## src/verilog/sha512_config.svh

```systemverilog
`ifndef SHA512_CONFIG_SVH
`define SHA512_CONFIG_SVH

// thread count and the width of a thread number
`define N_THREADS 4
`define THREAD_MSB 1

// 256 message words of 8 bytes
`define MEM_ADDR_MSB 7

// record byte count, up to 255
`define PROCB_CNT_MSB 7

// running byte total of one computation
`define PROCB_TOTAL_MSB 15

`define BLK_BYTES 128

`endif
```

## src/verilog/blk_types_pkg.sv

```systemverilog
`include "sha512_config.svh"

package blk_types_pkg;

	// procb record as written by the host
	typedef struct packed {
		logic [`THREAD_MSB:0] thread_num;
		logic [`MEM_ADDR_MSB+3:0] addr;
		logic [`PROCB_CNT_MSB:0] cnt;
		logic fin;
		logic stop;
		logic new_comp;
	} procb_rec_t;

	// one word-aligned read from part one
	typedef struct packed {
		logic [`THREAD_MSB:0] thread_num;
		logic [`MEM_ADDR_MSB+3:0] addr;
		logic [3:0] len;
		logic [`PROCB_CNT_MSB:0] bytes_left_prev;
		logic bytes_end;
		logic fin;
		logic stop;
		logic blk_start;
		logic new_comp;
	} split_rec_t;

	typedef struct packed {
		logic [`PROCB_TOTAL_MSB:0] total;
		logic padded0x80;
		logic comp_active;
	} saved_state_t;

	typedef enum logic {
		BLK_OP_CONT,
		BLK_OP_END_COMP
	} blk_op_e;

	typedef enum logic [2:0] {
		PROCB,
		PAD_0x80,
		PAD0,
		TOTAL1,
		TOTAL2
	} blk_state_e;

endpackage

```

## src/verilog/procb_saved_state.sv

```systemverilog
`timescale 1ns/10ps
`include "sha512_config.svh"

module procb_saved_state (
	input logic CLK,
	input logic wr_en,
	input logic [`THREAD_MSB:0] wr_thread,
	input blk_types_pkg::saved_state_t wr_data,
	input logic [`THREAD_MSB:0] rd_thread,
	output blk_types_pkg::saved_state_t rd_data
);
	import blk_types_pkg::*;

	// one entry per thread, cleared by the sweep in create_blk
	saved_state_t state_mem [0:`N_THREADS-1];

	always_ff @(posedge CLK) begin
		if (wr_en)
			state_mem[wr_thread] <= wr_data;
	end

	// read is valid in the same cycle
	assign rd_data = state_mem[rd_thread];

endmodule

```

## config.mk

```make
export PLATFORM = sky130hd
export DESIGN_NAME = procb_saved_state
export DESIGN_NICKNAME = d
export VERILOG_FILES = /design/src/verilog/blk_types_pkg.sv /design/src/verilog/procb_saved_state.sv
export VERILOG_INCLUDE_DIRS = /design/src /design/src/verilog
export SDC_FILE = /design/constraint.sdc
export NUM_CORES = 1
export LEC_CHECK = 0
export BUFFER_PORTS_ARGS = -buffer_cell sky130_fd_sc_hd__buf_2
export CAP_MARGIN = 10
export CORE_MARGIN = 4
export CORE_UTILIZATION = 24
export DETAILED_ROUTE_END_ITERATION = 12
export GPL_TIMING_DRIVEN = 0
export PLACE_DENSITY = 0.43
export RECOVER_POWER = 50
export SLEW_MARGIN = 30
export SYNTH_ARGS = -nofsm -noshare
export SYNTH_HDL_FRONTEND = slang
export SYNTH_SLANG_ARGS = --single-unit
```

## constraint.sdc

```tcl
create_clock -name CLK -period 4.5 [get_ports CLK]
set_input_delay 0.9 -clock CLK [delete_from_list [all_inputs] [get_ports CLK]]
set_output_delay 0.9 -clock CLK [all_outputs]
set_load 0.02 [all_outputs]
```

==> results.md <==
* Port Buffers at 39
* Detailed Route Iter0 Violations at 39
* Minimum clock period at 2877 ps
* Sequential share of the synthesized area at 0.8097
* Setup TNS Final at 0 ps
* FMAX at 347.6 MHz
* Post-CTS setup buffers at 0
* Type of element capturing the critical path: output port
* Maximum fanout along the worst path at 10
* Final core occ at 0.2982
* Yosys warns at 0
* Die H at 113.5 microns
* Post-Syn Nets at 122
* Drt total wl at 5.011 mm
* Switching part of the total power at 0.2190
* # IOs at 42
* Drt wl/cell at 16.99 microns
* Part of the power in the clock network at 0.356
* Nets at 174
* H-tree levels at 3
* Clock Sinks at 72
* VDD IR max at 0.2481 mV
* Initial Utilization at 0.2463
* Total Power at 1371 uW
* Fin crit share at 0.6393
* Vias in the first global route at 1,371
* Initial DRT Pass Iterations at 4
* Status: finished clean
* Switching pwr at about 300 uW
* Slew at the pin closest to its max-slew limit at roughly 1000 ps
* Hold Crit Class: in -> reg
* Post-synthesis register bit count at a little over 70
* Final ANT Viol Nets at 0
* Detailed-route via count at about 1,200
* Core area at 10,840 sq um
* RSZ-0062 raised after global routing: no
* Total gr overflow at 0
* Row cnt at 38
* CP Launch Type: input pin
* Final hold viol count at 0
* Sequential Power Share at 0.568
* GPL Wtd Cong at 0.6941
* Hold Buf Count CTS at 0
* Critical path arrival at 1980 ps
* Vias per cell at just over 4
* Root Driver: clkbuf_8
* CTS clock-pin slew for the worst setup and hold paths at 80 ps
* Area fraction of the dominant cell type after synthesis at 0.8097
* First-pass GRT wire length at 7.652 mm
* Comb power frac at 0.076
* Share of layout cells above drive strength 1 at 0.3484
* Yosys top cell by area: edfxtp_1
* Internal power at 1071 uW
* All-Layer GR Usage at 0.08184
* Regs by FF count: state_mem (72)
* Total of max-cap violations at 0
* Synthesized area per cell at 27.25 sq um
* Hold slack final at a little over 800 ps
* Max reg flops at 72
* Dpl hpwl at about 3.3 mm
* Count of final setup violators at 0
* Largest net degree at the start of global routing at 19
* Synth Instances at 98
* Post-CTS resize count at 0
* Max-slew violation count at 0
* Synth Cell Area at 2670 sq um
* Power Density at 424.2 nW/um^2
* Initial antenna violation count at 0
* Slew headroom at 0.3159
* Worst Path Class, Setup: in -> out
* Biggest register: state_mem
* Distinct cells, synth at 9
* CTS tree: built
* Leakage power at 0.001057 uW
* Synth top area cells: edfxtp_1 81%, mux4_2 8.4%, mux4_1 7.9%
* Inserted Clock Buffers at 9
* CP Data Required Time at 3600 ps
* Die Wd at ~110 microns
* CTS Buffer Depth at 2
* Residual DRC count at 0
* Die Area at 12,880 sq um
* Area Overhead vs Synth at 21.09%
* # diodes at 0
## power by group through the flow
stage	sequential, uW	clock (uW)	combinational (uW)
2_1_floorplan	792	0	64.5
3_3_place_gp	793	0	104
3_5_place_dp	796	0	109
4_1_cts	780	509	110
5_1_grt	782	534	113
6_report	780	488	104
## cell usage after synthesis, drive strengths merged
master,count
edfxtp,72
and3,1
buf,4
mux4,18
nor3b,1
and3b,2
## cell type report
cell class,instances,area (sq um)
flip-flops and latches,72,2162
well taps,140,175.2
clock inverters,7,71.32
clock buffers,9,123.9
repair buffers,41,190.2
plain buffers,4,41.29
multi-input cells,22,469.2
fillers,1081,7607
## layer usage
| metal | vias up | share of wire | GRT usage |
|---|---|---|---|
| met5 | - | 0 | 0 |
| met2 | 50 | 0.49 | 0.1288 |
| met4 | 0 | 0.010 | 0.02644 |
| met1 | 632 | 0.43 | 0.1008 |
| li1 | 537 | - | - |
| met3 | 7 | 0.072 | 0.03714 |
## metrics by stage
stage,std cells,instance area (sq um),setup WS (ps)
2_1_floorplan,98,2670,1783
3_3_place_gp,277,3040,667.8
3_5_place_dp,279,3064,1599
4_1_cts,295,3259,1595
5_1_grt,295,3233,1540
6_report,295,3233,1623
## worst max-delay path, stage by stage
cell and delay, ps:
buf_2 210, buf_2 310, mux4_2 360, buf_2 180
## worst paths after layout
path,depth (start not counted),slack [ps],startpoint,end
max,4,1620,rd_thread[1],rd_data[12]
min,1,830,wr_data[11],state_mem[0][11]
## cells by family after synthesis
group / after synthesis / share of synthesized area
flip-flops: 72 / 0.8097
multiplexers: 18 / 0.1631
AND/OR/NAND/NOR: 4 / 0.01172
buffers and inverters: 4 / 0.01546
## layout by cell type, fill, tap and decap left out
cell type and instances:
edfxtp_1 72, buf_2 22, clkbuf_1 19, mux4_2 10
clkbuf_8 9, mux4_1 8, clkinvlp_4 3, buf_6 2
and3b_2 2, clkinv_2 2, buf_12 1, nor3b_1 1
and3_1 1, bufinv_16 1, inv_6 1, buf_4 1
Note: power is estimated with default switching activity, not from simulation.
