$ cat src/verilog/sha512_config.svh
`ifndef SHA512_CONFIG_SVH
`define SHA512_CONFIG_SVH

// thread count and the width of a thread number
`define N_THREADS 4
`define THREAD_MSB 1

// 256 message words of 8 bytes
`define MEM_ADDR_MSB 7

// record byte count, up to 255
`define PROCB_CNT_MSB 7

// running byte total of one computation
`define PROCB_TOTAL_MSB 15

`define BLK_BYTES 128

`endif
$ cat src/verilog/blk_types_pkg.sv
`include "sha512_config.svh"

package blk_types_pkg;

	// procb record as written by the host
	typedef struct packed {
		logic [`THREAD_MSB:0] thread_num;
		logic [`MEM_ADDR_MSB+3:0] addr;
		logic [`PROCB_CNT_MSB:0] cnt;
		logic fin;
		logic stop;
		logic new_comp;
	} procb_rec_t;

	// one word-aligned read from part one
	typedef struct packed {
		logic [`THREAD_MSB:0] thread_num;
		logic [`MEM_ADDR_MSB+3:0] addr;
		logic [3:0] len;
		logic [`PROCB_CNT_MSB:0] bytes_left_prev;
		logic bytes_end;
		logic fin;
		logic stop;
		logic blk_start;
		logic new_comp;
	} split_rec_t;

	typedef struct packed {
		logic [`PROCB_TOTAL_MSB:0] total;
		logic padded0x80;
		logic comp_active;
	} saved_state_t;

	typedef enum logic {
		BLK_OP_CONT,
		BLK_OP_END_COMP
	} blk_op_e;

	typedef enum logic [2:0] {
		PROCB,
		PAD_0x80,
		PAD0,
		TOTAL1,
		TOTAL2
	} blk_state_e;

endpackage

$ cat src/verilog/procb_split.sv
`timescale 1ns/10ps
`include "sha512_config.svh"

module procb_split (
	input logic CLK,
	input logic rst,
	input logic rec_wr_en,
	input blk_types_pkg::procb_rec_t rec,
	input logic full,
	output logic busy,
	output logic split_valid,
	output blk_types_pkg::split_rec_t split
);
	import blk_types_pkg::*;

	logic active;
	logic first;
	// address and count advance as reads go out
	procb_rec_t cur;
	logic [3:0] to_bnd;
	logic [3:0] rd_len;
	logic last;

	assign to_bnd = 4'd8 - {1'b0, cur.addr[2:0]};
	assign last = cur.cnt <= {{(`PROCB_CNT_MSB - 3){1'b0}}, to_bnd};
	assign rd_len = last ? cur.cnt[3:0] : to_bnd;

	// also high while create_blk sweeps or pads
	assign busy = active | full;
	assign split_valid = active;

	assign split.thread_num = cur.thread_num;
	assign split.addr = cur.addr;
	assign split.len = rd_len;
	assign split.bytes_left_prev = cur.cnt;
	assign split.bytes_end = last;
	assign split.fin = cur.fin;
	assign split.stop = cur.stop;
	assign split.blk_start = first;
	assign split.new_comp = cur.new_comp;

	always_ff @(posedge CLK) begin
		if (rst) begin
			active <= 1'b0;
			first <= 1'b0;
		end else if (rec_wr_en && !busy) begin
			active <= 1'b1;
			first <= 1'b1;
			cur <= rec;
		end else if (active && !full) begin
			cur.addr <= cur.addr + rd_len;
			cur.cnt <= cur.cnt - rd_len;
			first <= 1'b0;
			if (last)
				active <= 1'b0;
		end
	end

	a_word_bound: assert property (@(posedge CLK) disable iff (rst)
		split_valid |-> (split.len <= 4'd8) && ({1'b0, split.addr[2:0]} + split.len <= 4'd8));

endmodule

$ cat config.mk
export PLATFORM = sky130hd
export DESIGN_NAME = procb_split
export DESIGN_NICKNAME = d
export VERILOG_FILES = /design/src/verilog/blk_types_pkg.sv /design/src/verilog/procb_split.sv
export VERILOG_INCLUDE_DIRS = /design/src /design/src/verilog
export SDC_FILE = /design/constraint.sdc
export NUM_CORES = 1
export LEC_CHECK = 0
export BUFFER_PORTS_ARGS = -buffer_cell sky130_fd_sc_hd__buf_4
export CORE_MARGIN = 3
export CORE_UTILIZATION = 50
export DETAILED_ROUTE_END_ITERATION = 8
export GPL_TIMING_DRIVEN = 0
export PLACE_DENSITY = 0.88
export SLEW_MARGIN = 15
export SYNTH_ARGS = -nofsm -noshare
export SYNTH_HDL_FRONTEND = slang
export SYNTH_SLANG_ARGS = --single-unit
$ cat constraint.sdc
create_clock -name CLK -period 4.8 [get_ports CLK]
set_input_delay 0.72 -clock CLK [delete_from_list [all_inputs] [get_ports CLK]]
set_output_delay 0.72 -clock CLK [all_outputs]
set_load 0.05 [all_outputs]
==> summary.md <==
| Metric | Value |
|---|---|
| Core area | `~3200 um^2` |
| Initial core utilization | `54.21%` |
| Power Dens Cells | `256.1 nW/um^2` |
| Most used cell, CP | `ha_1` |
| CTS root buffer | `clkbuf_4` |
| Worst-Skew Late Latency | `around 0.32 ns` |
| Via count | `1467` |
| Max cap viols | `0` |
| Die span in x | `64.47 um` |
| GP Congestion | `0.8330` |
| Worst Hold Class | `reg2reg` |
| Global-route wire length before repair | `between 6000 and 7000 um` |
| Area growth syn-to-layout | `32.06%` |
| Slew Limit Headroom | `62.43%` |
| Placed Cells | `about 270` |
| Leading area contributor after synthesis | `edfxtp_1` |
| RSZ-0062 raised after global routing | `false` |
| Synth unique cells | `37` |
| Max FO, Critical Path | `9` |
| Fill cells | `277` |
| Clock slew at reported path FFs | `~0.14 ns` |
| DRT iter0 DRCs | `85` |
| Die area | `4156 um^2` |
| Crit path capture type | `register` |
| Share of layout cells above drive strength 1 | `34.05%` |
| CP Class | `reg2reg` |
| Fin. Hold Viols | `0` |
| Crit path launch type | `register` |
| Top-count cell post-synth | `edfxtp_1` |
| Vias in the first global route | `~1400` |
| Vias/cell | `~5.3` |
| Die height | `64.47 um` |
| Arrival time worst endpoint | `between 3 and 4 ns` |
| Clock skew | `0.01016 ns` |
| Synth top area share | `42.17%` |
| IO Port Bufs | `59` |
| Slowest CP cell | `edfxtp_1` |
| Tcrit/Tclk final | `81.34%` |
| PnR worst setup slack | `0.8959 ns` |
| Post-route cell area | `2257 um^2` |
| Max VDD drop | `0.1701 mV` |
| Synthesized instance count | `167` |
| Longest Clk Path Bufs | `2` |
| IO Pins | `60` |
| Gr ovfl total | `0` |
| Synth warnings | `0` |
| Fmax | `256.1 MHz` |
| Worst-margin pin slew | `0.5605 ns` |
| Post-synth EDFFs | `24` |
| Synthesized Nets | `210` |
| Antenna-violating nets left | `0` |
| Antenna diode count | `0` |
| Clock sink count | `26` |
| CP Cell Sequence | `inv_1 -> ha_1 -> inv_1 -> ha_1 -> nor2b_4 -> a2111oi_4 -> o21ai_2 -> nand2_1 -> o21ai_0 -> ha_1 -> fa_1 -> a211oi_1 -> nor2_1 -> nand3_1 -> xor2_1 -> o21ai_0` |
| Crit path largest cell delay | `0.49 ns` |
| Avg WL per Cell | `13.80 um` |
| Drt drc | `0` |
| Post-CTS sizing | `0` |
| Ranking of synthesized cells by area | `edfxtp_1, ha_1, nand2_1` |
| Row cnt | `20` |
| Final Max Tran Viols | `0` |
| Setup-failing EPs final | `0` |
| Dpl ws | `about 0.95 ns` |
| CTS buffer count | `3` |
| Post-Syn Area | `1709 um^2` |
| Ys flop type | `edfxtp_1` |
| Largest net degree at the start of global routing | `15` |
| CTS tree | `yes` |
| Setup bufs post-CTS | `0` |
| Critical Path RT | `4.88 ns` |
| Post-synth top cells | `edfxtp_1, nand2_1, o21ai_0` |
| Initial antenna violation count | `0` |
| Count of non-filler cells in the finished layout | `~280` |
| Average size of a mapped cell | `between 10 and 15 um^2` |
| Setup TNS | `0 ns` |
| Synth async-reset ratio | `0%` |
| Fin crit period | `3.904 ns` |
| # nets final | `276` |
| Outcome | `complete, no violations` |
| Detail Placement HPWL | `around 3100 um` |
| FF+latch count, synth | `26` |
| Global Route Usage Sum | `19.87%` |
| Post-Route WL | `3808 um` |
| # hold bufs at CTS | `0` |
| Static Leakage | `0.9744 nW` |
| H-tree Lvls | `1` |
| Drt first pass iters | `5` |
| Sequential area share after synthesis | `44.51%` |
| DP Area | `between 2000 and 2500 um^2` |
==> registers in the layout (all words and copies together), names as in the netlist <==
register and cells:
split 24, first 1, split_valid 1
==> logic make-up (layout without fill, tap and decap cells) <==
logic type | after synthesis | in the layout | synth area share [%]
DFF | 26 | 26 | 44.51
adders and majority gates | 15 | 15 | 11.86
xor gates and xnor gates | 14 | 14 | 7.174
AOI/OAI and AO/OA | 41 | 41 | 15.74
muxes | 2 | 2 | 1.757
and+or+nand+nor | 51 | 51 | 14.35
buffers and inverters | 18 | 83 | 4.612
==> routing by layer <==
metal	vias up	global-route usage [%]	part of all wire, %
li1	725	-	-
met1	691	25.42	43
met2	45	34.15	51
met3	6	2.080	4.7
met4	0	8.443	1.7
met5	-	0	0
==> worst max-delay path, delay by kind of cell (launching register included) <==
kind	cells	cell delay, ns
simple gates	4	0.50
compound gates	5	1.04
fa+ha+maj	4	1.33
buf+inv	2	0.12
xor+xnor	1	0.17
flops	1	0.49
==> where the power goes <==
part           switching (W)  internal (W)  total [W]
sequential         0.0000115      0.000265   0.000277
combinational       0.000122     0.0000852   0.000208
clock              0.0000611     0.0000325  0.0000936
==> per-stage QoR <==
step           utilization (%)  hold WS (ns)  total power [W]
2_1_floorplan                -        0.4843        0.0004262
3_3_place_gp             70.00        0.4948        0.0004812
3_5_place_dp             70.75        0.5081        0.0004898
4_1_cts                  71.59        0.5297        0.0005821
5_1_grt                  71.59        0.5626        0.0006117
6_report                 71.59        0.5269        0.0005782
==> layout make-up <==
type / count / area (um^2) / share of cell area, %
Timing Repair Buffer: 61 / 461.7 / 20.45
Multi-Input combinational cell: 123 / 874.6 / 38.75
Tap cell: 44 / 55.05 / 2.439
Inverter: 12 / 45.04 / 1.996
Buffer: 6 / 33.78 / 1.497
Clock buffer: 4 / 26.28 / 1.164
Sequential cell: 26 / 760.7 / 33.70
==> cell usage in the layout (no fill, tap or decap), types with 2 or more instances in the layout <==
cell type  Yosys  final
a211oi_1       2      2
a21oi_1        9      9
buf_2          3      3
buf_4          2     62
clkbuf_1       1      2
clkbuf_4       0      3
dfxtp_1        2      2
edfxtp_1      24     24
fa_1           2      2
ha_1          13     13
inv_1         10     10
inv_2          2      2
mux2_4         2      2
nand2_1       23     23
nand3_1        2      2
nor2_1        10     10
nor2b_1        4      4
nor3_1         5      4
o2111ai_1      2      2
o21a_1         3      3
o21ai_0       15     15
o21ai_1        2      2
o31ai_1        2      2
xnor2_1        7      7
xor2_1         7      7
==> worst paths after layout <==
kind              slack, ns                 from  cells after the start             endpoint
setup / recovery       0.90  split[17]$_DFFE_PP_                     16  split[27]$_DFFE_PP_
hold / removal         0.53   first$_SDFFE_PP0P_                      2   first$_SDFFE_PP0P_
setup reg to reg       0.90  split[17]$_DFFE_PP_                     16  split[27]$_DFFE_PP_
hold reg to reg        0.53   first$_SDFFE_PP0P_                      2   first$_SDFFE_PP0P_
Note: power is estimated with default switching activity, not from simulation.
