==> config.mk <==
export PLATFORM = sky130hd
export DESIGN_NAME = create_blk
export DESIGN_NICKNAME = d
export VERILOG_FILES = /design/src/verilog/blk_types_pkg.sv /design/src/verilog/mem_types_pkg.sv /design/src/verilog/create_blk.sv
export VERILOG_INCLUDE_DIRS = /design/src /design/src/verilog
export SDC_FILE = /design/constraint.sdc
export NUM_CORES = 1
export LEC_CHECK = 0
export BUFFER_PORTS_ARGS = -buffer_cell sky130_fd_sc_hd__buf_2
export CAP_MARGIN = 10
export CORE_MARGIN = 10
export CORE_UTILIZATION = 35
export CTS_CLUSTER_SIZE = 16
export DETAILED_ROUTE_END_ITERATION = 8
export PLACE_DENSITY_LB_ADDON = 0.3
export SETUP_SLACK_MARGIN = 0.02
export SKIP_CTS_REPAIR_TIMING = 1
export SLEW_MARGIN = 10
export SYNTH_ARGS = -nofsm -noshare
export SYNTH_HDL_FRONTEND = slang
export SYNTH_SLANG_ARGS = --single-unit
==> constraint.sdc <==
create_clock -name CLK -period 8.7 [get_ports CLK]
set_input_delay 1.74 -clock CLK [delete_from_list [all_inputs] [get_ports CLK]]
set_output_delay 1.74 -clock CLK [all_outputs]
set_load 0.005 [all_outputs]
==> src/verilog/sha512_config.svh <==
`ifndef SHA512_CONFIG_SVH
`define SHA512_CONFIG_SVH

// thread count and the width of a thread number
`define N_THREADS 4
`define THREAD_MSB 1

// 256 message words of 8 bytes
`define MEM_ADDR_MSB 7

// record byte count, up to 255
`define PROCB_CNT_MSB 7

// running byte total of one computation
`define PROCB_TOTAL_MSB 15

`define BLK_BYTES 128

`endif
==> src/verilog/blk_types_pkg.sv <==
`include "sha512_config.svh"

package blk_types_pkg;

	// procb record as written by the host
	typedef struct packed {
		logic [`THREAD_MSB:0] thread_num;
		logic [`MEM_ADDR_MSB+3:0] addr;
		logic [`PROCB_CNT_MSB:0] cnt;
		logic fin;
		logic stop;
		logic new_comp;
	} procb_rec_t;

	// one word-aligned read from part one
	typedef struct packed {
		logic [`THREAD_MSB:0] thread_num;
		logic [`MEM_ADDR_MSB+3:0] addr;
		logic [3:0] len;
		logic [`PROCB_CNT_MSB:0] bytes_left_prev;
		logic bytes_end;
		logic fin;
		logic stop;
		logic blk_start;
		logic new_comp;
	} split_rec_t;

	typedef struct packed {
		logic [`PROCB_TOTAL_MSB:0] total;
		logic padded0x80;
		logic comp_active;
	} saved_state_t;

	typedef enum logic {
		BLK_OP_CONT,
		BLK_OP_END_COMP
	} blk_op_e;

	typedef enum logic [2:0] {
		PROCB,
		PAD_0x80,
		PAD0,
		TOTAL1,
		TOTAL2
	} blk_state_e;

endpackage

==> src/verilog/mem_types_pkg.sv <==
`include "sha512_config.svh"

package mem_types_pkg;

	// where the bytes of a request come from
	typedef enum logic [2:0] {
		PAD_NONE,
		PAD_0x80,
		PAD_ZERO,
		PAD_TOTAL_HI,
		PAD_TOTAL_LO
	} pad_e;

	typedef struct packed {
		logic [`THREAD_MSB:0] thread_num;
		logic [`MEM_ADDR_MSB:0] addr;
		logic [2:0] off;
		logic [3:0] len;
		pad_e pad;
		logic [`PROCB_TOTAL_MSB:0] total;
		logic blk_end;
		logic comp_end;
	} mem_rd_t;

endpackage

==> src/verilog/create_blk.sv <==
`timescale 1ns/10ps
`include "sha512_config.svh"

module create_blk (
	input logic CLK,
	input logic rst,
	input logic split_valid,
	input blk_types_pkg::split_rec_t split,
	input blk_types_pkg::saved_state_t load_state,
	output logic full,
	output logic save_wr_en,
	output logic [`THREAD_MSB:0] save_thread_num,
	output blk_types_pkg::saved_state_t save_data,
	output logic mem_rd_en,
	output mem_types_pkg::mem_rd_t mem_rd,
	output logic err
);
	import blk_types_pkg::*;
	import mem_types_pkg::*;

	blk_state_e state;
	logic sweeping;
	logic [`THREAD_MSB+1:0] sweep_cnt;
	logic [7:0] blk_left;
	logic [7:0] pad_left;
	logic [`PROCB_TOTAL_MSB:0] total;
	logic [`THREAD_MSB:0] thread_r;
	// leftover of a read cut at the block end
	split_rec_t carry;
	logic carry_v;

	split_rec_t cur;
	logic take, cut, blk_done, ends;
	logic [3:0] eff;
	logic [7:0] left_after;
	logic [`PROCB_TOTAL_MSB:0] base_total, total_next;
	logic [3:0] p80_len;
	logic [7:0] p80_new, p0_new;
	blk_op_e op;

	assign cur = carry_v ? carry : split;
	assign take = !sweeping && state == PROCB && (carry_v || (split_valid && !full));
	assign cut = take && ({4'b0, cur.len} > blk_left);
	assign blk_done = take && ({4'b0, cur.len} >= blk_left);
	assign ends = take && cur.bytes_end && !cut;
	assign eff = cut ? blk_left[3:0] : cur.len;
	assign left_after = blk_done ? 8'(`BLK_BYTES) : blk_left - {4'b0, eff};
	assign base_total = !cur.blk_start ? total : cur.new_comp ? '0 : load_state.total;
	assign total_next = base_total + eff;
	assign op = (ends && blk_done && cur.stop) ? BLK_OP_END_COMP : BLK_OP_CONT;

	// 0x80 request aligns the stream to 8 bytes
	assign p80_len = (pad_left[2:0] != 3'd0) ? {1'b0, pad_left[2:0]} : 4'd8;
	assign p80_new = pad_left - {4'b0, p80_len};
	assign p0_new = pad_left - 8'd8;

	function automatic mem_rd_t pad_req(input pad_e p, input logic [3:0] l,
		input logic be, input logic ce);
		mem_rd_t r;
		r = '0;
		r.thread_num = thread_r;
		r.len = l;
		r.pad = p;
		r.total = total;
		r.blk_end = be;
		r.comp_end = ce;
		return r;
	endfunction

	always_ff @(posedge CLK) begin
		if (rst) begin
			state <= PROCB;
			sweeping <= 1'b1;
			sweep_cnt <= '0;
			full <= 1'b0;
			carry_v <= 1'b0;
			mem_rd_en <= 1'b0;
			save_wr_en <= 1'b0;
			err <= 1'b0;
			blk_left <= 8'(`BLK_BYTES);
		end else begin
			mem_rd_en <= 1'b0;
			save_wr_en <= 1'b0;
			if (sweeping) begin
				full <= 1'b1;
				sweep_cnt <= sweep_cnt + 1'b1;
				if (sweep_cnt == (`THREAD_MSB+2)'(`N_THREADS)) begin
					sweeping <= 1'b0;
					full <= 1'b0;
				end else begin
					save_wr_en <= 1'b1;
					save_thread_num <= sweep_cnt[`THREAD_MSB:0];
					save_data <= '0;
				end
			end else begin
				case (state)
				PROCB: begin
					full <= cut || (ends && cur.fin);
					carry_v <= cut;
					if (take) begin
						carry <= cur;
						carry.addr <= cur.addr + blk_left[3:0];
						carry.len <= cur.len - eff;
						carry.bytes_left_prev <= cur.bytes_left_prev - eff;
						carry.blk_start <= 1'b0;
						total <= total_next;
						thread_r <= cur.thread_num;
						blk_left <= left_after;
						mem_rd_en <= cur.len != 4'd0;
						mem_rd.thread_num <= cur.thread_num;
						mem_rd.addr <= cur.addr[`MEM_ADDR_MSB+3:3];
						mem_rd.off <= cur.addr[2:0];
						mem_rd.len <= eff;
						mem_rd.pad <= PAD_NONE;
						mem_rd.total <= total_next;
						mem_rd.blk_end <= blk_done;
						mem_rd.comp_end <= op == BLK_OP_END_COMP;
						if (blk_done || ends) begin
							save_wr_en <= 1'b1;
							save_thread_num <= cur.thread_num;
							save_data.total <= total_next;
							save_data.padded0x80 <= 1'b0;
							save_data.comp_active <= !(ends && cur.stop);
						end
						if (ends && cur.fin) begin
							state <= blk_types_pkg::PAD_0x80;
							pad_left <= left_after;
						end
						// stop must end on a block boundary
						if (ends && cur.stop && left_after != 8'(`BLK_BYTES))
							err <= 1'b1;
						if (cur.blk_start && !cur.new_comp && !load_state.comp_active)
							err <= 1'b1;
					end
				end
				blk_types_pkg::PAD_0x80: begin
					mem_rd_en <= 1'b1;
					mem_rd <= pad_req(mem_types_pkg::PAD_0x80, p80_len, p80_new == 8'd0, 1'b0);
					pad_left <= p80_new;
					state <= (p80_new == 8'd16) ? TOTAL1 : PAD0;
					if (p80_new == 8'd0) begin
						// no room for the length, one more block of zeros
						pad_left <= 8'(`BLK_BYTES);
						blk_left <= 8'(`BLK_BYTES);
						save_wr_en <= 1'b1;
						save_thread_num <= thread_r;
						save_data.total <= total;
						save_data.padded0x80 <= 1'b1;
						save_data.comp_active <= 1'b1;
					end
				end
				PAD0: begin
					mem_rd_en <= 1'b1;
					mem_rd <= pad_req(PAD_ZERO, 4'd8, p0_new == 8'd0, 1'b0);
					pad_left <= p0_new;
					if (p0_new == 8'd16)
						state <= TOTAL1;
					if (p0_new == 8'd0) begin
						pad_left <= 8'(`BLK_BYTES);
						blk_left <= 8'(`BLK_BYTES);
						save_wr_en <= 1'b1;
						save_thread_num <= thread_r;
						save_data.total <= total;
						save_data.padded0x80 <= 1'b1;
						save_data.comp_active <= 1'b1;
					end
				end
				TOTAL1: begin
					mem_rd_en <= 1'b1;
					mem_rd <= pad_req(PAD_TOTAL_HI, 4'd8, 1'b0, 1'b0);
					state <= TOTAL2;
				end
				TOTAL2: begin
					mem_rd_en <= 1'b1;
					mem_rd <= pad_req(PAD_TOTAL_LO, 4'd8, 1'b1, 1'b1);
					full <= 1'b0;
					blk_left <= 8'(`BLK_BYTES);
					state <= PROCB;
					save_wr_en <= 1'b1;
					save_thread_num <= thread_r;
					save_data <= '0;
				end
				default: state <= PROCB;
				endcase
			end
		end
	end

	// no memory read, and no read from part one without back-pressure
	a_no_rd_in_sweep: assert property (@(posedge CLK) disable iff (rst)
		sweeping |-> !mem_rd_en && (!split_valid || full));
	a_blk_left: assert property (@(posedge CLK) disable iff (rst)
		state == PROCB |-> blk_left != 8'd0);

endmodule

==> results.cfg, run 1 <==
[synthesis]
yosysSeqAreaShare = 0.5121
ys.flop_type = edfxtp_1
yosysUniqueCellTypes = 73
synth_seq_cells = 122
async_flop_share = 0
synth_area_um2 = 6763
synth-edff-count = 102
syn_avg_cell_area_um2 = 11.29
postSynthCellCount = 599
synth-warning-count = 0

[pwr]
peakVddDrop_mv = 0.1320
p_leak_nw = 3.053
power_mw = 1.524
power.density_nw_per_um2 = 186.3

[drt]
wl_per_cell_um = 18.76
num_vias = 5208
ant_nets = 0
via_per_inst = 5.353
drt_iter0_drc = 390
first_pass_iters = 5
wl_mm = 18.25
drc = 0

[sta]
fin_crit_sh = 0.7561
setup-violations-final = 0
finalSetupTns_ns = 0
slew_violations = 0
rsz0062_at_grt = false
period_needed_ns = 6.578
fin_skew_ns = 0.009085
fmax_mhz = 152.0
slew_headroom = 0.2407
tightestPinTransition_ns = 1.138
timing.final.hold_violations = 0
worst_slack_ns = 2.122

[cts]
clock_sinks = 122
clkTransAtPathRegs_ns = 0.06
htree_levels = 4
cts_tree = yes
clock_latency_ns = 0.42
cts_buffers = 17
cts_buffer_depth = 2
root_buffer = clkbuf_16

[place]
gp_congestion = 0.8615
portBuffers = 103
place_ws_ns = 1.785
hpwl_mm = 13.12

[worst_setup_path]
crit_arrival_ns = 6.86
crit_top_cell = ha_1
critical-path-max-stage-delay_ns = 0.76
crit_chain = buf_2 > mux2i_1 > inv_1 > ha_1 > nor2b_1 > o211ai_1 > a2111o_1 > nor2_1 > a21oi_1 > ha_1 > inv_1 > ha_1 > or3b_1 > a21oi_1 > a211oi_1 > or4_1 > nor4_1 > a41oi_1
worst_path_max_delay_cell = a2111o_1
end_kind = flop
crit_required_ns = 8.98
worstSetupPathType = input port to flop
path_max_fanout = 18
cp-start-kind = input port
path_delay_family = compound AO/OA/AOI/OAI gates
worst-path-buf-inv = 3

[global_routing]
antenna_found_initial = 0
grt_pass1_vias = 5312
grt_pass1_wl_mm = 29.02
grt_max_degree = 39
grt.total_usage = 0.1415
grt_overflow = 0

[cells_and_area]
final_common_cell = buf_2
layout-drive-gt1-share = 0.2651
final_cell_mix = 103 x buf_2, 102 x edfxtp_1, 58 x nor2_1, 38 x a21oi_1, 36 x nand2_1
fillers = 1767
insertedDiodeCount = 0
area_growth_syn_to_layout_pct = 20.91
nNetsFinal = 774

[die]
ioPinCount = 113
rows = 50
die_w_um = 159.0
start_util = 0.3591
core-area_um2 = 18830
die_area_um2 = 25280
die-height_um = 159.0

[run_status]
status = finished, final reports clean

[worst_hold_path]
hold_class = flop to flop

[run]
maxCapViolCount = 0
-- stage by stage --
step,cell area [um^2],hold WS [ns],std cells,utilization
detailed placement,7550,0.5126,941,0.4009
global placement,7550,0.4892,941,0.4009
CTS,8177,0.5290,973,0.4342
global route,8177,0.5684,973,0.4342
finish,8177,0.5308,973,0.4342
floorplan,6768,0.4742,600,-
-- synth_stat cells, types with 3 or more instances --
| library cell | count | area [um^2] |
|---|---|---|
| a21oi_1 | 38 | 190.2 |
| nor3_1 | 18 | 90.09 |
| a22o_1 | 19 | 166.4 |
| nor2b_1 | 13 | 81.33 |
| nand4_1 | 6 | 37.54 |
| o21ai_0 | 16 | 80.08 |
| nand2_1 | 36 | 135.1 |
| nand3_1 | 11 | 55.05 |
| buf_1 | 3 | 11.26 |
| a32o_1 | 3 | 30.03 |
| edfxtp_1 | 102 | 3063 |
| inv_1 | 23 | 86.33 |
| clkbuf_1 | 22 | 82.58 |
| o211ai_1 | 3 | 22.52 |
| mux2_2 | 24 | 270.3 |
| a211oi_1 | 3 | 22.52 |
| dfxtp_1 | 20 | 400.4 |
| a22oi_1 | 8 | 60.06 |
| a21o_1 | 4 | 30.03 |
| xnor2_1 | 21 | 183.9 |
| nor3b_1 | 14 | 105.1 |
| buf_6 | 3 | 33.78 |
| a32oi_1 | 3 | 26.28 |
| nor2_1 | 60 | 225.2 |
| nor4_1 | 6 | 37.54 |
| nand2b_1 | 7 | 43.79 |
| mux2i_1 | 14 | 140.1 |
| xor2_1 | 14 | 122.6 |
| or4_4 | 3 | 33.78 |
| o22ai_1 | 4 | 25.02 |
| ha_1 | 21 | 262.8 |
-- power breakdown --
| group | total, mW | switching (mW) | internal [mW] |
|---|---|---|---|
| registers | 0.663 | 0.00907 | 0.654 |
| clock network | 0.725 | 0.260 | 0.465 |
| logic | 0.136 | 0.0779 | 0.0580 |
| total | 1.52 | 0.347 | 1.18 |
-- metal layers --
metal | vias to the layer above | GRT usage | share of wire
li1 | 2463 | - | -
met1 | 2515 | 0.1787 | 0.45
met2 | 202 | 0.2235 | 0.47
met3 | 28 | 0.04234 | 0.068
met4 | 0 | 0.05307 | 0.015
met5 | - | 0 | 0
-- path summary, 6_finish.rpt --
check / slack, ns / depth (start not counted) / from / endpoint
setup / recovery: 2.12 / 18 / split[14] / err
hold / removal: 0.53 / 2 / sweep_cnt[2] / sweep_cnt[2]
setup reg to reg: 2.73 / 17 / carry_v / err
hold reg to reg: 0.53 / 2 / sweep_cnt[2] / sweep_cnt[2]
-- worst reg2reg max path, cell delays in order (launching register included) --
cell and delay, ns:
dfxtp_1 0.66, mux2i_1 0.65, inv_1 0.23, ha_1 0.35, nor2b_1 0.14, o211ai_1 0.43
a2111o_1 0.76, nor2_1 0.08, a21oi_1 0.47, ha_1 0.26, inv_1 0.05, ha_1 0.20
or3b_1 0.37, a21oi_1 0.16, a211oi_1 0.12, or4_1 0.57, nor4_1 0.20, a41oi_1 0.15
-- flip-flops by register name (all words and copies together), names as in the netlist --
| register | count |
|---|---|
| blk_left | 8 |
| mem_rd | 38 |
| err | 1 |
| pad_left | 8 |
| total | 16 |
| carry | 20 |
| sweep_cnt | 3 |
| save_thread_num | 2 |
| state | 3 |
| full | 1 |
| mem_rd_en | 1 |
| save_wr_en | 1 |
| sweeping | 1 |
| save_data | 18 |
| carry_v | 1 |
-- logic make-up (layout without fill, tap and decap cells) --
group,count (synthesis),in the layout,share of synthesized area
and+or+nand+nor,192,192,0.1493
AOI/OAI and AO/OA,128,128,0.1369
DFF,122,122,0.5121
buffers and inverters,53,166,0.03293
muxes,42,42,0.07160
xor gates and xnor gates,36,36,0.04774
adders and majority gates,25,25,0.04884
other,1,2,0.0005545
-- layout make-up --
class | count | area [um^2] | share of cell area
inverter | 24 | 90.09 | 0.01102
multi-input combinational | 425 | 3103 | 0.3795
clock inverter | 6 | 41.29 | 0.005050
sequential | 122 | 3463 | 0.4236
timing repair buffer | 110 | 568.0 | 0.06947
tap | 260 | 325.3 | 0.03979
clock buffer | 26 | 585.6 | 0.07161
Note: power is estimated with default switching activity, not from simulation.
==> run 2, diff against run 1 <==
clock period = 5.75 ns   (was 8.7 ns; I/O delays follow)
==> results.cfg, run 2 (synthesis results as in run 1) <==
[cts]
clock_sinks = 122
clkTransAtPathRegs_ns = 0.06
cts_buffers = 17
cts_tree = yes
clock_latency_ns = 0.43
root_buffer = clkbuf_16
cts_buffer_depth = 2
htree_levels = 4

[worst_setup_path]
worst-path-buf-inv = 3
r2r-end = err
path_delay_family = compound AO/OA/AOI/OAI gates
worstSetupPathType = input port to flop
path_max_fanout = 8
crit_arrival_ns = 5.20
worst_path_max_delay_cell = or4_1
crit_chain = buf_2 > mux2i_1 > inv_1 > ha_1 > nor2b_1 > o211ai_1 > a2111o_1 > nor2_1 > a21oi_1 > ha_1 > inv_1 > ha_1 > or3b_1 > a21oi_1 > a211oi_1 > or4_1 > nor4_1 > a41oi_1
cp-start-kind = input port
r2r_start = carry_v
crit_top_cell = ha_1
end_kind = flop
crit_required_ns = 6.04
crit_start = split[14]
rr_worst_depth = 17
rrSetupSlack_ns = 0.94
critical-path-max-stage-delay_ns = 0.53

[global_routing]
globalRouteMet3Util = 0.03821
grt_pass1_wl_mm = 28.75
antenna_found_initial = 0
grt_max_degree = 39
use_met2 = 0.2277
use_met1 = 0.1738
grt_pass1_vias = 5323
grt.total_usage = 0.1397
grt_busiest_layer = met2
grt_overflow = 0

[place]
placed_cells = 948
gp_congestion = 0.8984
hpwl_mm = 12.98
portBuffers = 103

[drt]
wl_per_cell_um = 18.31
num_vias = 5174
drt_iter0_drc = 381
ant_nets = 0
first_pass_iters = 5
drc = 0
via_per_inst = 5.280
wl_mm = 17.94

[cells_and_area]
layout-drive-gt1-share = 0.2681
largest_register = mem_rd
final_common_cell = buf_2
top_regs = mem_rd x38, carry x20, save_data x18
area_growth_syn_to_layout_pct = 22.20
final_cell_mix = 103 x buf_2, 102 x edfxtp_1, 58 x nor2_1, 38 x a21oi_1, 36 x nand2_1
largest_reg_flops = 38
insertedDiodeCount = 0
fillers = 1785
finalNonFillerCells = 980
fin_util = 0.4389
nNetsFinal = 781

[worst_hold_path]
hold_class = flop to flop
hold_path_end = sweep_cnt[2]
holdPathStages = 2
hp-start = sweep_cnt[2]

[die]
rows = 50
die_w_um = 159.0
core-area_um2 = 18830
die_area_um2 = 25280
ioPinCount = 113
die-height_um = 159.0
start_util = 0.3591

[run_status]
status = finished, final reports clean

[pwr]
power_mw = 2.414
power.density_nw_per_um2 = 292.2
peakVddDrop_mv = 0.1733
p_leak_nw = 3.095

[sta]
period_needed_ns = 4.918
slew_headroom = 0.2366
whs_ns = 0.5260
timing.final.hold_violations = 0
setup-violations-final = 0
fmax_mhz = 203.3
tightestPinTransition_ns = 1.144
finalSetupTns_ns = 0
fin_skew_ns = 0.007752
slew_violations = 0
rsz0062_at_grt = false
fin_crit_sh = 0.8553

[run]
maxCapViolCount = 0
[run 2: layout make-up]
| class | instances | area [um^2] | share of cell area |
|---|---|---|---|
| clock inverters | 13 | 222.7 | 0.02695 |
| inverters | 24 | 90.09 | 0.01090 |
| repair buffers | 117 | 620.6 | 0.07509 |
| well taps | 260 | 325.3 | 0.03936 |
| clock buffers | 19 | 432.9 | 0.05238 |
| flip-flops and latches | 122 | 3463 | 0.4191 |
| multi-input cells | 425 | 3109 | 0.3762 |
[run 2: where the power goes]
part / internal (mW) / leakage [nW] / switching [mW]
clock: 0.809 / 0.316 / 0.394
sequential: 0.989 / 1.11 / 0.0137
combinational: 0.0900 / 1.67 / 0.119
total: 1.89 / 3.10 / 0.526
[run 2: layer usage]
layer	wire length [um]	up-vias
met2	8564	179
met4	236	0
met1	8127	2507
met3	1015	24
li1	-	2464
met5	0	-
[run 2: worst max-delay path by stage]
stage,cells past startpoint,end,slack [ns]
after floorplan,19,err,0.43
after global placement,18,err,0.60
after detailed placement,18,err,0.55
after CTS,18,err,0.90
after global routing,18,err,0.44
final,18,err,0.83
[run 2: worst reg2reg max path: cells and delay by family (launching register included)]
| family | cells | cell delay [ns] |
|---|---|---|
| multiplexers | 1 | 0.31 |
| AND/OR/NAND/NOR | 5 | 1.33 |
| flip-flops | 1 | 0.59 |
| adder cells (fa/ha/maj) | 3 | 0.74 |
| buffers and inverters | 2 | 0.20 |
| AO/OA/AOI/OAI | 6 | 1.51 |
[run 2: metrics by stage]
stage / instance area (um^2) / setup WS, ns
after detailed placement: 7609 / 0.5526
after floorplan: 6773 / 0.4316
after global placement: 7609 / 0.6036
final: 8264 / 0.8322
after CTS: 8264 / 0.9025
after global routing: 8264 / 0.4416
==> run 3, diff against run 2 <==
BUFFER_PORTS_ARGS = -buffer_cell sky130_fd_sc_hd__buf_4   (was -buffer_cell sky130_fd_sc_hd__buf_2)
==> results.cfg, run 3 (synthesis results as in run 1) <==
[place]
place_ws_ns = 0.4942
hpwl_mm = 13.00
portBuffers = 103
gp_congestion = 0.8902

[global_routing]
grt_max_degree = 39
grt_pass1_vias = 5233
grt.total_usage = 0.1406
grt_overflow = 0
grt_pass1_wl_mm = 28.61
antenna_found_initial = 0

[cts]
cts_buffer_depth = 2
clock_sinks = 122
cts_tree = yes
clkTransAtPathRegs_ns = 0.06
root_buffer = clkbuf_16
clock_latency_ns = 0.43
htree_levels = 4
cts_buffers = 17

[worst_setup_path]
crit_chain = buf_4 > mux2i_1 > inv_1 > ha_1 > nor2b_1 > o211ai_1 > a2111o_1 > nor2_1 > a21oi_1 > ha_1 > inv_1 > ha_1 > a221oi_1 > nor3_1 > o21ai_0 > nor3_1 > a211oi_1 > nand2_1 > o211ai_1
critical-path-max-stage-delay_ns = 0.43
crit_required_ns = 6.01
crit_arrival_ns = 5.11
end_kind = flop
path_max_fanout = 8
worstSetupPathType = input port to flop
cp-start-kind = input port
worst_path_max_delay_cell = a211oi_1
crit_top_cell = ha_1

[sta]
fmax_mhz = 206.0
period_needed_ns = 4.855
tightestPinTransition_ns = 1.098
setup-violations-final = 0
fin_skew_ns = 0.01391
timing.final.hold_violations = 0
fin_crit_sh = 0.8443
slew_violations = 0
worst_slack_ns = 0.8950
rsz0062_at_grt = false
slew_headroom = 0.2666
finalSetupTns_ns = 0
whs_ns = 0.5349

[drt]
dr_wl_met3_mm = 1.083
via_per_inst = 5.271
drc = 0
drt-met1-wl_mm = 7.927
wl_per_cell_um = 18.22
drt_iter0_drc = 251
first_pass_iters = 6
routed.top_layer = met4
wl_mm = 17.87
num_vias = 5171
met2_length_mm = 8.586
ant_nets = 0

[pwr]
p_leak_nw = 3.163
power.density_nw_per_um2 = 276.8
peakVddDrop_mv = 0.1511

[cells_and_area]
multi_input_area_um2 = 3109
largest_reg_flops = 38
top_regs = mem_rd x38, carry x20, save_data x18
insertedDiodeCount = 0
nNetsFinal = 782
area_growth_syn_to_layout_pct = 25.44
largest_register = mem_rd
final_cell_mix = 118 x buf_4, 102 x edfxtp_1, 58 x nor2_1, 38 x a21oi_1, 36 x nand2_1
layout-drive-gt1-share = 0.2677
seqCellArea_um2 = 3463
final_common_cell = buf_4
fin_util = 0.4505
fillers = 1762

[run_status]
status = finished, final reports clean

[die]
start_util = 0.3591
rows = 50
ioPinCount = 113
die-height_um = 159.0
die_w_um = 159.0
core-area_um2 = 18830
die_area_um2 = 25280

[run]
maxCapViolCount = 0

[worst_hold_path]
hold_class = flop to flop
-- run 3: changes by cell type in the layout (fill, tap and decap cells not counted) --
| cell | change |
|---|---|
| buf_2 | -103 |
| buf_4 | +104 |
| bufinv_16 | -2 |
| clkbuf_1 | +1 |
| clkinv_4 | +2 |
| clkinvlp_4 | -1 |
-- run 3: metrics by stage --
step / std cells / total power [mW] / instance area (um^2)
2_1_floorplan: 600 / 1.152 / 6773
3_3_place_gp: 949 / 1.240 / 7874
3_5_place_dp: 949 / 1.247 / 7874
4_1_cts: 981 / 2.370 / 8483
5_1_grt: 981 / 2.431 / 8483
6_report: 981 / 2.348 / 8483
-- run 3: worst max-delay path: cells and delay by family --
kind | cells | cell delay, ns
adders and majority gates | 3 | 0.74
muxes | 1 | 0.17
AOI/OAI and AO/OA | 7 | 2.18
buffers and inverters | 3 | 0.30
and+or+nand+nor | 5 | 0.57
-- run 3: final cells by class --
cell class	instances	area share
Clock buffer	20	0.05147
Clock inverter	12	0.02035
Multi-Input combinational cell	425	0.3665
Tap cell	260	0.03835
Timing Repair Buffer	118	0.1044
Sequential cell	122	0.4083
Inverter	24	0.01062
-- run 3: final timing paths --
check,start,end,slack (ns),cells past startpoint
min,sweep_cnt[2],sweep_cnt[2],0.53,2
max,split[14],pad_left[4],0.90,19
max reg2reg,carry_v,pad_left[4],0.99,18
min reg2reg,sweep_cnt[2],sweep_cnt[2],0.53,2
-- run 3: per-layer routing --
metal  GRT usage  up-vias
met5           0        -
met4     0.05223        0
met3     0.04312       26
met2      0.2262      185
met1      0.1737     2488
li1            -     2472
-- run 3: where the power goes --
part | internal [mW] | switching [mW]
Combinational | 0.107 | 0.118
Sequential | 0.989 | 0.0143
Clock | 0.723 | 0.397
Total | 1.82 | 0.529
